**src/mlp_cfg.svh**
```systemverilog
`ifndef MLP_CFG_SVH
`define MLP_CFG_SVH

////////////////////////////////////////////////////////////////////////////
// Data path sizes
////////////////////////////////////////////////////////////////////////////
`define MLP_DATA_W        16
`define MLP_N_IN          2
`define MLP_N_L1          8
`define MLP_N_L2          12

// Wishbone register map
`define MLP_ADR_W         2
`define MLP_REG_X1        2'd0
`define MLP_REG_X2_GO     2'd1
`define MLP_REG_STATUS    2'd2
`define MLP_CNT_W         8

////////////////////////////////////////////////////////////////////////////
// Weight signs, bit n set means input n is complemented
////////////////////////////////////////////////////////////////////////////
`define MLP_L1_NEG_X1     8'hFB
`define MLP_L1_NEG_X2     8'h27

`define MLP_L2_NEG_1      8'h9A
`define MLP_L2_NEG_2      8'h2E
`define MLP_L2_NEG_3      8'hDA
`define MLP_L2_NEG_4      8'h0E
`define MLP_L2_NEG_5      8'hD0
`define MLP_L2_NEG_6      8'h71
`define MLP_L2_NEG_7      8'h6D
`define MLP_L2_NEG_8      8'h07
`define MLP_L2_NEG_9      8'h30
`define MLP_L2_NEG_10     8'hD0
`define MLP_L2_NEG_11     8'h36
`define MLP_L2_NEG_12     8'h18

// Sigmoid breakpoints and offsets
`define MLP_SIG_BP1       16'd1024
`define MLP_SIG_BP2       16'd2432
`define MLP_SIG_BP3       16'd5120
`define MLP_SIG_OFS0      16'd512
`define MLP_SIG_OFS1      16'd640
`define MLP_SIG_OFS2      16'd864
`define MLP_SIG_ONE       16'd1024
`define MLP_CLASS_THRESH  16'd512

`endif
```
**src/mlp_pkg.sv**
```systemverilog
`default_nettype none

`include "mlp_cfg.svh"

package mlp_pkg;

    // One data word, all adds wrap at this width
    typedef logic [`MLP_DATA_W-1:0] word_t;

    // Sigmoid segment, picked from the output neuron sum
    typedef enum logic [1:0] {
        SEG_SHR2,
        SEG_SHR3,
        SEG_SHR5,
        SEG_ONE
    } sig_seg_e;

    // Wishbone register addresses
    typedef enum logic [`MLP_ADR_W-1:0] {
        REG_X1     = `MLP_REG_X1,
        REG_X2_GO  = `MLP_REG_X2_GO,
        REG_STATUS = `MLP_REG_STATUS
    } wb_reg_e;

endpackage

`default_nettype wire

```
**src/mlp_top.sv**
```systemverilog
`timescale 1ns/10ps
`default_nettype none

`include "mlp_cfg.svh"

module mlp_top (
    input  logic                  clk,
    input  logic                  rst,
    input  logic                  wb_cyc,
    input  logic                  wb_stb,
    input  logic                  wb_we,
    input  logic [`MLP_ADR_W-1:0] wb_adr,
    input  mlp_pkg::word_t        wb_dat_i,
    output mlp_pkg::word_t        wb_dat_o,
    output logic                  wb_ack,
    output logic                  result_valid,
    output mlp_pkg::word_t        sig_value,
    output logic                  class_out
);

    // Neuron 1 mask sits in the low byte
    localparam logic [`MLP_N_L2*`MLP_N_L1-1:0] L2_MASKS = {
        `MLP_L2_NEG_12, `MLP_L2_NEG_11, `MLP_L2_NEG_10, `MLP_L2_NEG_9,
        `MLP_L2_NEG_8,  `MLP_L2_NEG_7,  `MLP_L2_NEG_6,  `MLP_L2_NEG_5,
        `MLP_L2_NEG_4,  `MLP_L2_NEG_3,  `MLP_L2_NEG_2,  `MLP_L2_NEG_1
    };

    logic           l1_valid;
    mlp_pkg::word_t l1_y [`MLP_N_L1];
    logic           l2_valid;
    mlp_pkg::word_t l2_n [`MLP_N_L2];

    mlp_input_layer u_input_layer (
        .clk      (clk),
        .rst      (rst),
        .wb_cyc   (wb_cyc),
        .wb_stb   (wb_stb),
        .wb_we    (wb_we),
        .wb_adr   (wb_adr),
        .wb_dat_i (wb_dat_i),
        .wb_dat_o (wb_dat_o),
        .wb_ack   (wb_ack),
        .l1_valid (l1_valid),
        .l1_y     (l1_y)
    );

    ////////////////////////////////////////////////////////////////////////////
    // Hidden layer 2
    ////////////////////////////////////////////////////////////////////////////
    for (genvar i = 0; i < `MLP_N_L2; i++)
    begin : g_l2
        if (i == 0)
        begin : g_lead
            mlp_hidden_neuron #(
                .NEG_MASK (L2_MASKS[i*`MLP_N_L1 +: `MLP_N_L1])
            ) u_neuron (
                .clk       (clk),
                .rst       (rst),
                .in_valid  (l1_valid),
                .in_y      (l1_y),
                .out_valid (l2_valid),
                .out_n     (l2_n[i])
            );
        end
        else
        begin : g_rest
            // Same valid timing as neuron 0
            mlp_hidden_neuron #(
                .NEG_MASK (L2_MASKS[i*`MLP_N_L1 +: `MLP_N_L1])
            ) u_neuron (
                .clk       (clk),
                .rst       (rst),
                .in_valid  (l1_valid),
                .in_y      (l1_y),
                .out_valid (),
                .out_n     (l2_n[i])
            );
        end
    end

    mlp_output_stage u_output_stage (
        .clk          (clk),
        .rst          (rst),
        .in_valid     (l2_valid),
        .in_n         (l2_n),
        .result_valid (result_valid),
        .sig_value    (sig_value),
        .class_out    (class_out)
    );

endmodule

`default_nettype wire

```
**src/mlp_output_stage.sv**
```systemverilog
`timescale 1ns/10ps
`default_nettype none

`include "mlp_cfg.svh"

module mlp_output_stage (
    input  logic           clk,
    input  logic           rst,
    input  logic           in_valid,
    input  mlp_pkg::word_t in_n [`MLP_N_L2],
    output logic           result_valid,
    output mlp_pkg::word_t sig_value,
    output logic           class_out
);

    mlp_pkg::word_t    sum;
    mlp_pkg::sig_seg_e seg;
    mlp_pkg::word_t    s_q;
    mlp_pkg::sig_seg_e seg_q;
    logic              v1_q;
    mlp_pkg::word_t    sig_next;

    ////////////////////////////////////////////////////////////////////////////
    // Output neuron sum and segment select
    ////////////////////////////////////////////////////////////////////////////
    always_comb
    begin
        sum = '0;
        for (int k = 0; k < `MLP_N_L2; k++)
        begin
            sum = sum + in_n[k];
        end
    end

    // Unsigned compare, so bit 15 set lands in the top segment
    always_comb
    begin
        if (sum < `MLP_SIG_BP1)
            seg = mlp_pkg::SEG_SHR2;
        else if (sum < `MLP_SIG_BP2)
            seg = mlp_pkg::SEG_SHR3;
        else if (sum < `MLP_SIG_BP3)
            seg = mlp_pkg::SEG_SHR5;
        else
            seg = mlp_pkg::SEG_ONE;
    end

    always_ff @(posedge clk)
    begin
        if (rst)
            v1_q <= 1'b0;
        else
            v1_q <= in_valid;
    end

    always_ff @(posedge clk)
    begin
        if (in_valid)
        begin
            s_q   <= sum;
            seg_q <= seg;
        end
    end

    ////////////////////////////////////////////////////////////////////////////
    // Piecewise-linear sigmoid and decision
    ////////////////////////////////////////////////////////////////////////////
    always_comb
    begin
        case (seg_q)
            mlp_pkg::SEG_SHR2: sig_next = (s_q >> 2) + `MLP_SIG_OFS0;
            mlp_pkg::SEG_SHR3: sig_next = (s_q >> 3) + `MLP_SIG_OFS1;
            mlp_pkg::SEG_SHR5: sig_next = (s_q >> 5) + `MLP_SIG_OFS2;
            default:           sig_next = `MLP_SIG_ONE;
        endcase
    end

    always_ff @(posedge clk)
    begin
        if (rst)
        begin
            result_valid <= 1'b0;
            sig_value    <= '0;
            class_out    <= 1'b0;
        end
        else
        begin
            result_valid <= v1_q;
            if (v1_q)
            begin
                sig_value <= sig_next;
                class_out <= sig_next > `MLP_CLASS_THRESH;
            end
        end
    end

endmodule

`default_nettype wire

```
**src/mlp_hidden_neuron.sv**
```systemverilog
`timescale 1ns/10ps
`default_nettype none

`include "mlp_cfg.svh"

module mlp_hidden_neuron #(
    parameter logic [`MLP_N_L1-1:0] NEG_MASK = '0
) (
    input  logic           clk,
    input  logic           rst,
    input  logic           in_valid,
    input  mlp_pkg::word_t in_y [`MLP_N_L1],
    output logic           out_valid,
    output mlp_pkg::word_t out_n
);

    mlp_pkg::word_t acc;

    // A -1 weight is the complement of the input
    always_comb
    begin
        acc = '0;
        for (int j = 0; j < `MLP_N_L1; j++)
        begin
            acc = acc + (NEG_MASK[j] ? ~in_y[j] : in_y[j]);
        end
    end

    always_ff @(posedge clk)
    begin
        if (rst)
            out_valid <= 1'b0;
        else
            out_valid <= in_valid;
    end

    // ReLU, negative sums become zero
    always_ff @(posedge clk)
    begin
        if (in_valid)
            out_n <= acc[`MLP_DATA_W-1] ? '0 : acc;
    end

endmodule

`default_nettype wire

```
**src/mlp_input_layer.sv**
```systemverilog
`timescale 1ns/10ps
`default_nettype none

`include "mlp_cfg.svh"

module mlp_input_layer (
    input  logic                  clk,
    input  logic                  rst,
    input  logic                  wb_cyc,
    input  logic                  wb_stb,
    input  logic                  wb_we,
    input  logic [`MLP_ADR_W-1:0] wb_adr,
    input  mlp_pkg::word_t        wb_dat_i,
    output mlp_pkg::word_t        wb_dat_o,
    output logic                  wb_ack,
    output logic                  l1_valid,
    output mlp_pkg::word_t        l1_y [`MLP_N_L1]
);

    localparam logic [`MLP_N_L1-1:0] NEG_X1 = `MLP_L1_NEG_X1;
    localparam logic [`MLP_N_L1-1:0] NEG_X2 = `MLP_L1_NEG_X2;

    mlp_pkg::word_t        x_q [`MLP_N_IN];
    mlp_pkg::word_t        l1_sum [`MLP_N_L1];
    logic [`MLP_CNT_W-1:0] launch_cnt;
    logic                  launch;
    logic                  access;

    // New access, ack goes high on the next edge
    assign access = wb_cyc && wb_stb && !wb_ack;

    ////////////////////////////////////////////////////////////////////////////
    // Wishbone slave
    ////////////////////////////////////////////////////////////////////////////
    always_ff @(posedge clk)
    begin
        if (rst)
        begin
            wb_ack     <= 1'b0;
            wb_dat_o   <= '0;
            launch     <= 1'b0;
            launch_cnt <= '0;
            for (int i = 0; i < `MLP_N_IN; i++)
            begin
                x_q[i] <= '0;
            end
        end
        else
        begin
            wb_ack <= access;
            launch <= 1'b0;
            if (access && wb_we)
            begin
                case (mlp_pkg::wb_reg_e'(wb_adr))
                    mlp_pkg::REG_X1:
                        x_q[0] <= wb_dat_i;
                    mlp_pkg::REG_X2_GO:
                    begin
                        x_q[1]     <= wb_dat_i;
                        launch     <= 1'b1;
                        launch_cnt <= launch_cnt + 1'b1;
                    end
                    default: ;
                endcase
            end
            else if (access)
            begin
                case (mlp_pkg::wb_reg_e'(wb_adr))
                    mlp_pkg::REG_X1:     wb_dat_o <= x_q[0];
                    mlp_pkg::REG_X2_GO:  wb_dat_o <= x_q[1];
                    mlp_pkg::REG_STATUS: wb_dat_o <= mlp_pkg::word_t'(launch_cnt);
                    default:             wb_dat_o <= '0;
                endcase
            end
        end
    end

    ////////////////////////////////////////////////////////////////////////////
    // Hidden layer 1
    ////////////////////////////////////////////////////////////////////////////
    always_comb
    begin
        for (int i = 0; i < `MLP_N_L1; i++)
        begin
            l1_sum[i] = (NEG_X1[i] ? ~x_q[0] : x_q[0])
                      + (NEG_X2[i] ? ~x_q[1] : x_q[1]);
        end
    end

    always_ff @(posedge clk)
    begin
        if (rst)
            l1_valid <= 1'b0;
        else
            l1_valid <= launch;
    end

    // ReLU on the way into the register
    always_ff @(posedge clk)
    begin
        if (launch)
        begin
            for (int i = 0; i < `MLP_N_L1; i++)
            begin
                l1_y[i] <= l1_sum[i][`MLP_DATA_W-1] ? '0 : l1_sum[i];
            end
        end
    end

endmodule

`default_nettype wire

```
**config.mk**
```make
export PLATFORM = sky130hd
export DESIGN_NAME = mlp_top
export DESIGN_NICKNAME = d
export VERILOG_FILES = /design/src/mlp_pkg.sv /design/src/mlp_top.sv /design/src/mlp_output_stage.sv /design/src/mlp_hidden_neuron.sv /design/src/mlp_input_layer.sv
export VERILOG_INCLUDE_DIRS = /design/src
export SDC_FILE = /design/constraint.sdc
export NUM_CORES = 1
export LEC_CHECK = 0
export BUFFER_PORTS_ARGS = -buffer_cell sky130_fd_sc_hd__buf_2
export CORE_MARGIN = 2
export CORE_UTILIZATION = 35
export CTS_CLUSTER_DIAMETER = 80
export DETAILED_ROUTE_END_ITERATION = 16
export SLEW_MARGIN = 20
export SYNTH_ARGS = -nofsm -noshare
export SYNTH_HDL_FRONTEND = slang
export SYNTH_SLANG_ARGS = --single-unit
```
**constraint.sdc**
```tcl
create_clock -name clk -period 7.95 [get_ports clk]
set_input_delay 1.59 -clock clk [delete_from_list [all_inputs] [get_ports clk]]
set_output_delay 1.59 -clock clk [all_outputs]
set_load 0.02 [all_outputs]
```
==> results of run 1 <==
-- cell families (layout without fill, tap and decap cells) --
logic type | count (synthesis) | count (layout) | share of synthesized area
AND/OR/NAND/NOR | 825 | 825 | 0.127
XOR/XNOR | 274 | 274 | 0.0779
flip-flops | 304 | 304 | 0.269
multiplexers | 38 | 38 | 0.0118
AO/OA/AOI/OAI | 630 | 630 | 0.128
adder cells (fa/ha/maj) | 634 | 634 | 0.315
other | 1 | 4 | 0.000116
buffers and inverters | 610 | 717 | 0.0720
-- sequential cells by signal (all words and copies together), names as in the netlist --
signal	flops
g_l2.g_rest.u_neuron.out_n	150
u_input_layer.l1_y	45
u_input_layer.x_q	32
u_input_layer.wb_dat_o	16
g_l2.g_lead.u_neuron.out_n	15
u_output_stage.sig_value	15
u_output_stage.s_q	14
u_input_layer.launch_cnt	8
u_output_stage.seg_q	2
g_l2.g_lead.u_neuron.out_valid	1
u_input_layer.l1_valid	1
u_input_layer.launch	1
u_input_layer.wb_ack	1
u_output_stage.class_out	1
u_output_stage.result_valid	1
u_output_stage.v1_q	1
-- cells in the mapped netlist, drive strengths merged (11+ instances only) --
| cell type | n |
|---|---|
| o21a | 38 |
| fa | 299 |
| buf | 20 |
| o21bai | 20 |
| and2 | 38 |
| inv | 547 |
| or4 | 12 |
| nor2b | 62 |
| a21o | 60 |
| a21boi | 15 |
| nor3b | 11 |
| a211oi | 40 |
| nor3 | 111 |
| nand2 | 105 |
| xnor2 | 188 |
| dfxtp | 46 |
| edfxtp | 258 |
| a31oi | 17 |
| nor2 | 293 |
| or3 | 27 |
| clkbuf | 43 |
| o21ai | 116 |
| and3 | 31 |
| xor2 | 81 |
| nor4 | 15 |
| mux2i | 37 |
| or2 | 13 |
| nand4 | 15 |
| a211o | 16 |
| ha | 333 |
| nand3 | 39 |
| a21oi | 202 |
| nand2b | 31 |
-- critical path, stage by stage, from the launching register on --
cell       delay (ps)
edfxtp_1          690
inv_1             320
ha_1              370
a21oi_1           250
a2bb2oi_1         320
nand2b_1           90
a21oi_1           190
xnor2_1           220
inv_1              80
ha_1              340
inv_1              70
o21bai_1          260
a21oi_1           130
xnor2_1           350
fa_1              520
ha_1              230
or4_1             500
o22a_1            250
a221oi_1          490
a2111oi_0         200
a211oi_1          370
xor2_2            700
nor2_1            140
-- worst paths after layout --
check	to	start	slack [ps]
hold / removal	u_output_stage.class_out$_SDFFE_PP0P_	u_output_stage.class_out$_SDFFE_PP0P_	480
setup / recovery	g_l2[8].g_rest.u_neuron.out_n[12]$_SDFFCE_PP0P_	u_input_layer.l1_y[113]$_SDFFCE_PP0P_	570
hold reg to reg	u_output_stage.class_out$_SDFFE_PP0P_	u_output_stage.class_out$_SDFFE_PP0P_	480
setup reg to reg	g_l2[8].g_rest.u_neuron.out_n[12]$_SDFFCE_PP0P_	u_input_layer.l1_y[113]$_SDFFCE_PP0P_	570
-- per-layer routing --
layer | track usage | up-vias | wire [um]
li1 | - | 11353 | -
met1 | 0.252 | 11362 | 39700
met2 | 0.312 | 597 | 41100
met3 | 0.0353 | 142 | 5700
met4 | 0.0647 | 2 | 3090
met5 | 0 | - | 17
-- where the power goes --
part / switching, mW / total, mW / internal (mW)
Combinational: 0.987 / 1.61 / 0.626
Clock: 0.752 / 1.73 / 0.977
Sequential: 0.0151 / 1.83 / 1.82
-- stage by stage --
stage / cell area (um2) / setup slack [ps] / power [mW] / util / hold WS, ps
floorplan: 32300 / 1800 / 3.02 / - / 459
global placement: 34100 / 699 / 3.45 / 0.373 / 466
detailed placement: 34100 / 585 / 3.46 / 0.373 / 471
CTS: 35300 / 583 / 5.21 / 0.386 / 481
global route: 35400 / 29.7 / 5.45 / 0.386 / 503
finish: 35400 / 572 / 5.18 / 0.386 / 479
-- placed cells by master (no fill, tap or decap), drive strengths merged, types with 16 or more instances in the layout --
master	Yosys	final
inv	547	552
ha	333	333
fa	299	299
nor2	293	293
edfxtp	258	258
a21oi	202	202
xnor2	188	188
o21ai	116	116
nor3	111	111
nand2	105	105
buf	20	98
xor2	81	81
nor2b	62	62
a21o	60	60
clkbuf	43	50
dfxtp	46	46
a211oi	40	40
nand3	39	39
o21a	38	38
and2	38	38
mux2i	37	37
and3	31	31
nand2b	31	31
or3	27	27
o21bai	20	20
a31oi	17	17
a211o	16	16
-- layout make-up --
type | instances | area (um2)
Fill cell | 9116 | 56200
Multi-Input combinational cell | 2402 | 21300
Sequential cell | 304 | 8670
Inverter | 547 | 2050
Tap cell | 1186 | 1480
Clock buffer | 50 | 1040
Timing Repair Buffer | 98 | 596
Clock inverter | 22 | 200
Antenna cell | 3 | 7.51
==> results by group, run 1 <==
Outcome
  – Outcome: finished clean

Detailed routing
  – Post-route DRC: 0
  – Detailed-route via count: 23456
  – Avg WL per Cell: 19.4 um
  – First-pass detailed-route iteration total: 5
  – ANT nets after route: 0
  – Vias per inst: 5.09
  – Post-Route WL: 89600 um
  – Initial DRC Count: 1456

Power and ir drop
  – Cell Pwr Density: 146 nW/um2
  – Leak Pwr: 15.5 nW
  – Peak VDD IR: 0.000168 V

Synth
  – Cells after synthesis: 3316
  – Avg Inst Size Synth: 9.73 um2
  – Synth Cell Area: 32300 um2
  – Post-synth EDFFs: 258
  – Post-synthesis cell type count: 94
  – Async S/R FF share, synth: 0
  – Share of the synthesized area in the top cell type: 0.240
  – Mapped Nets: 3971
  – Main flop type after synthesis: edfxtp_1
  – Largest area contributor in the netlist: edfxtp_1
  – Yosys warns: 0
  – Top cells by area, synth: edfxtp_1, fa_1, ha_1
  – Sequential-to-total area share from yosys stat: 0.269
  – Register bit total from synthesis: 304

Worst hold path
  – Min-Delay Path Class: register to register
  – WHS Path Cells: 2

GRT
  – Overall routing resource usage: 0.190
  – Total gr overflow: 0
  – Antenna violations before repair: 5
  – First-pass GRT wire length: 136000 um
  – Pin count of the biggest net entering global routing: 78
  – Vias in the first global route: 23855

Clocking
  – Clk buf depth: 3
  – Reg clk slew, reported paths: 60 ps
  – CTS tree: built
  – Hold_buf cts: 0
  – H-tree depth: 2
  – TritonCTS buffer count: 39
  – Buffer count from post-CTS setup fixing: 0
  – Clk_lat worst skew: 610 ps
  – Post-CTS Resized: 0
  – Clock Root Buffer: clkbuf_16
  – TritonCTS sink count: 304

Finish
  – Syn-to-layout area delta: 9.65%
  – # nets final: 4047
  – Final std cells w/o fill: 4612
  – Ratio of cells with drive above 1 in the final layout: 0.0613

Placed design
  – HPWL after detailed placement: 75000 um
  – RePlAce Congestion: 0.944
  – Inst Count DP: 4537
  – Number of port buffers: 56

Critical path
  – Worst-case reg-to-reg path depth: 22
  – CP Launch Type: register
  – Kind of critical path: register to register
  – CP endpoint kind: register
  – WP data required: 8250 ps
  – Critical path arrival: 7670 ps
  – Worst Path Max Fanout: 15

STA
  – Final setup vio count: 0
  – Crit path time final: 7380 ps
  – Rel. slew slack: 0.204
  – Final critical-path share of the clock period: 0.928
  – Final slew viol count: 0
  – RSZ-0062 raised after global routing: false
  – Max Fclk: 136 MHz
  – Setup tns final: 0 ps
  – Slew @ Worst Pin: 1190 ps
  – Max Clock Skew: 49.2 ps
  – Final hold vios: 0

Die
  – Die X: 308 um
  – I/O pin count: 58
  – DIE AREA: 94600 um2
  – Core area: 91500 um2
  – Initial Utilization: 0.352
  – Site row count: 111
  – Die H: 308 um

Run
  – Max Cap Violations: 0
No activity file was read; power rests on OpenSTA's default activity.
==> run 2, diff against run 1 <==
CELL_PAD_IN_SITES_DETAIL_PLACEMENT = 0   (was unset)
CELL_PAD_IN_SITES_GLOBAL_PLACEMENT = 1   (was unset)
PLACE_DENSITY_LB_ADDON = 0.1   (was unset)
==> results by group, run 2 (synthesis results as in run 1) <==
Finish
  – FF/Latch Area: 8670 um2
  – Top Registers: g_l2.g_rest.u_neuron.out_n x150, u_input_layer.l1_y x45, u_input_layer.x_q x32
  – Commonest non-fill, non-tap cell in the layout: inv_1
  – Final std cells w/o fill: 4614
  – N_diodes: 0
  – Commonest cells after routing, fill and taps aside: inv_1, ha_1, fa_1, nor2_1, edfxtp_1
  – Multi-input gate area: 21300 um2
  – Syn-to-layout area delta: 10.6%
  – Max reg flops: 150
  – # nets final: 4048
  – Fillers: 9084
  – Biggest register: g_l2.g_rest.u_neuron.out_n
  – Ratio of cells with drive above 1 in the final layout: 0.0645

Outcome
  – Outcome: finished clean

Detailed routing
  – Post-Route WL: 104000 um
  – ANT nets after route: 0
  – Detailed-route via count: 23461
  – Vias per inst: 5.08
  – First-pass detailed-route iteration total: 5
  – Avg WL per Cell: 22.4 um
  – Initial DRC Count: 1300
  – Post-route DRC: 0

Power and ir drop
  – Cell Pwr Density: 158 nW/um2
  – Peak VDD IR: 0.000155 V
  – Total chip power: 5.63 mW
  – Leak Pwr: 15.7 nW

GRT
  – Antenna violations before repair: 1
  – Overall routing resource usage: 0.223
  – Vias in the first global route: 24910
  – Total gr overflow: 0
  – First-pass GRT wire length: 156000 um
  – Pin count of the biggest net entering global routing: 154

Die
  – Core area: 91500 um2
  – Site row count: 111
  – Die H: 308 um
  – Die X: 308 um
  – I/O pin count: 58
  – Initial Utilization: 0.352
  – DIE AREA: 94600 um2

STA
  – Final slew viol count: 0
  – Max Clock Skew: 66.5 ps
  – Hold slack: 485 ps
  – RSZ-0062 raised after global routing: false
  – Crit path time final: 7070 ps
  – Final hold vios: 0
  – Setup tns final: 0 ps
  – Max Fclk: 142 MHz
  – Final setup vio count: 0
  – Rel. slew slack: 0.208
  – Slew @ Worst Pin: 1170 ps
  – Final critical-path share of the clock period: 0.889

Placed design
  – RePlAce Congestion: 0.925
  – Number of port buffers: 56
  – Inst Count DP: 4533
  – HPWL after detailed placement: 87400 um

Clocking
  – Hold_buf cts: 0
  – H-tree depth: 2
  – Reg clk slew, reported paths: 60 ps
  – Clk buf depth: 3
  – Buffer count from post-CTS setup fixing: 0
  – TritonCTS buffer count: 44
  – CTS tree: built
  – Clock Root Buffer: clkbuf_16
  – TritonCTS sink count: 304
  – Clk_lat worst skew: 640 ps
  – Post-CTS Resized: 0

Worst hold path
  – Min-Delay Path Class: register to register

Critical path
  – Critical path arrival: 7410 ps
  – CP cell instances: inv_1 -> ha_1 -> a21oi_1 -> a2bb2oi_1 -> nand2b_1 -> a21oi_1 -> xnor2_1 -> inv_1 -> ha_1 -> inv_1 -> o21bai_1 -> a21oi_1 -> xnor2_1 -> fa_1 -> ha_1 -> or4_1 -> o22a_1 -> a2111oi_1 -> nor2_1 -> a311oi_1 -> xor2_2 -> buf_4 -> nor2_1
  – Critical path buffer and inverter count: 4
  – CP Launch Type: register
  – Worst Path Max Fanout: 15
  – WP data required: 8290 ps
  – Kind of critical path: register to register
  – CP endpoint kind: register
  – Max incr delay on CP: 690 ps
  – Largest delay share family, worst path: compound AO/OA/AOI/OAI gates
  – CP max-delay cell: edfxtp_1

Run
  – Max Cap Violations: 0
[run 2: changes by cell type in the layout (fill, tap and decap cells not counted), moves of 3 or more]
cell       change
bufinv_16      +7
clkinv_1       -4
clkbuf_16      +4
buf_4          -5
diode_2        -3
[run 2: where the power goes]
group / switching [mW] / internal, mW
clock network: 0.825 / 1.30
logic: 1.03 / 0.637
registers: 0.0174 / 1.82
total: 1.87 / 3.76
[run 2: worst reg2reg max path, cell delays in order (launching register included)]
cell and delay, ps:
edfxtp_1 690, inv_1 360, ha_1 380, a21oi_1 250, a2bb2oi_1 320, nand2b_1 90
a21oi_1 170, xnor2_1 230, inv_1 80, ha_1 340, inv_1 70, o21bai_1 240
a21oi_1 130, xnor2_1 300, fa_1 520, ha_1 230, or4_1 500, o22a_1 260
a2111oi_1 610, nor2_1 120, a311oi_1 430, xor2_2 150, buf_4 240, nor2_1 100
[run 2: stage by stage]
stage	cell area, um2	worst slack (ps)	utilization
after detailed placement	34100	851	0.373
after global routing	35700	360	0.390
after CTS	35700	829	0.390
final	35700	885	0.390
after floorplan	32300	1800	-
after global placement	34100	961	0.373
[run 2: final timing paths]
check	start	endpoint	slack (ps)	depth (start not counted)
max	u_input_layer.l1_y[113]$_SDFFCE_PP0P_	g_l2[4].g_rest.u_neuron.out_n[9]$_SDFFCE_PP0P_	880	23
min	u_output_stage.sig_value[10]$_SDFFE_PP0P_	u_output_stage.sig_value[10]$_SDFFE_PP0P_	480	2
max reg2reg	u_input_layer.l1_y[113]$_SDFFCE_PP0P_	g_l2[4].g_rest.u_neuron.out_n[9]$_SDFFCE_PP0P_	880	23
min reg2reg	u_output_stage.sig_value[10]$_SDFFE_PP0P_	u_output_stage.sig_value[10]$_SDFFE_PP0P_	480	2
[run 2: per-layer routing]
layer,GRT usage,share of wire,vias up
met3,0.0228,0.028,115
met2,0.405,0.51,352
li1,-,-,11344
met4,0.0575,0.023,0
met1,0.281,0.44,11650
met5,0,0,-
[run 2: cell type report]
type                    instances  area share
repair buffers                 94      0.0162
multi-input cells            2402       0.598
well taps                    1186      0.0416
clock buffers                  54      0.0322
flip-flops and latches        304       0.243
inverters                     547      0.0576
clock inverters                27      0.0114
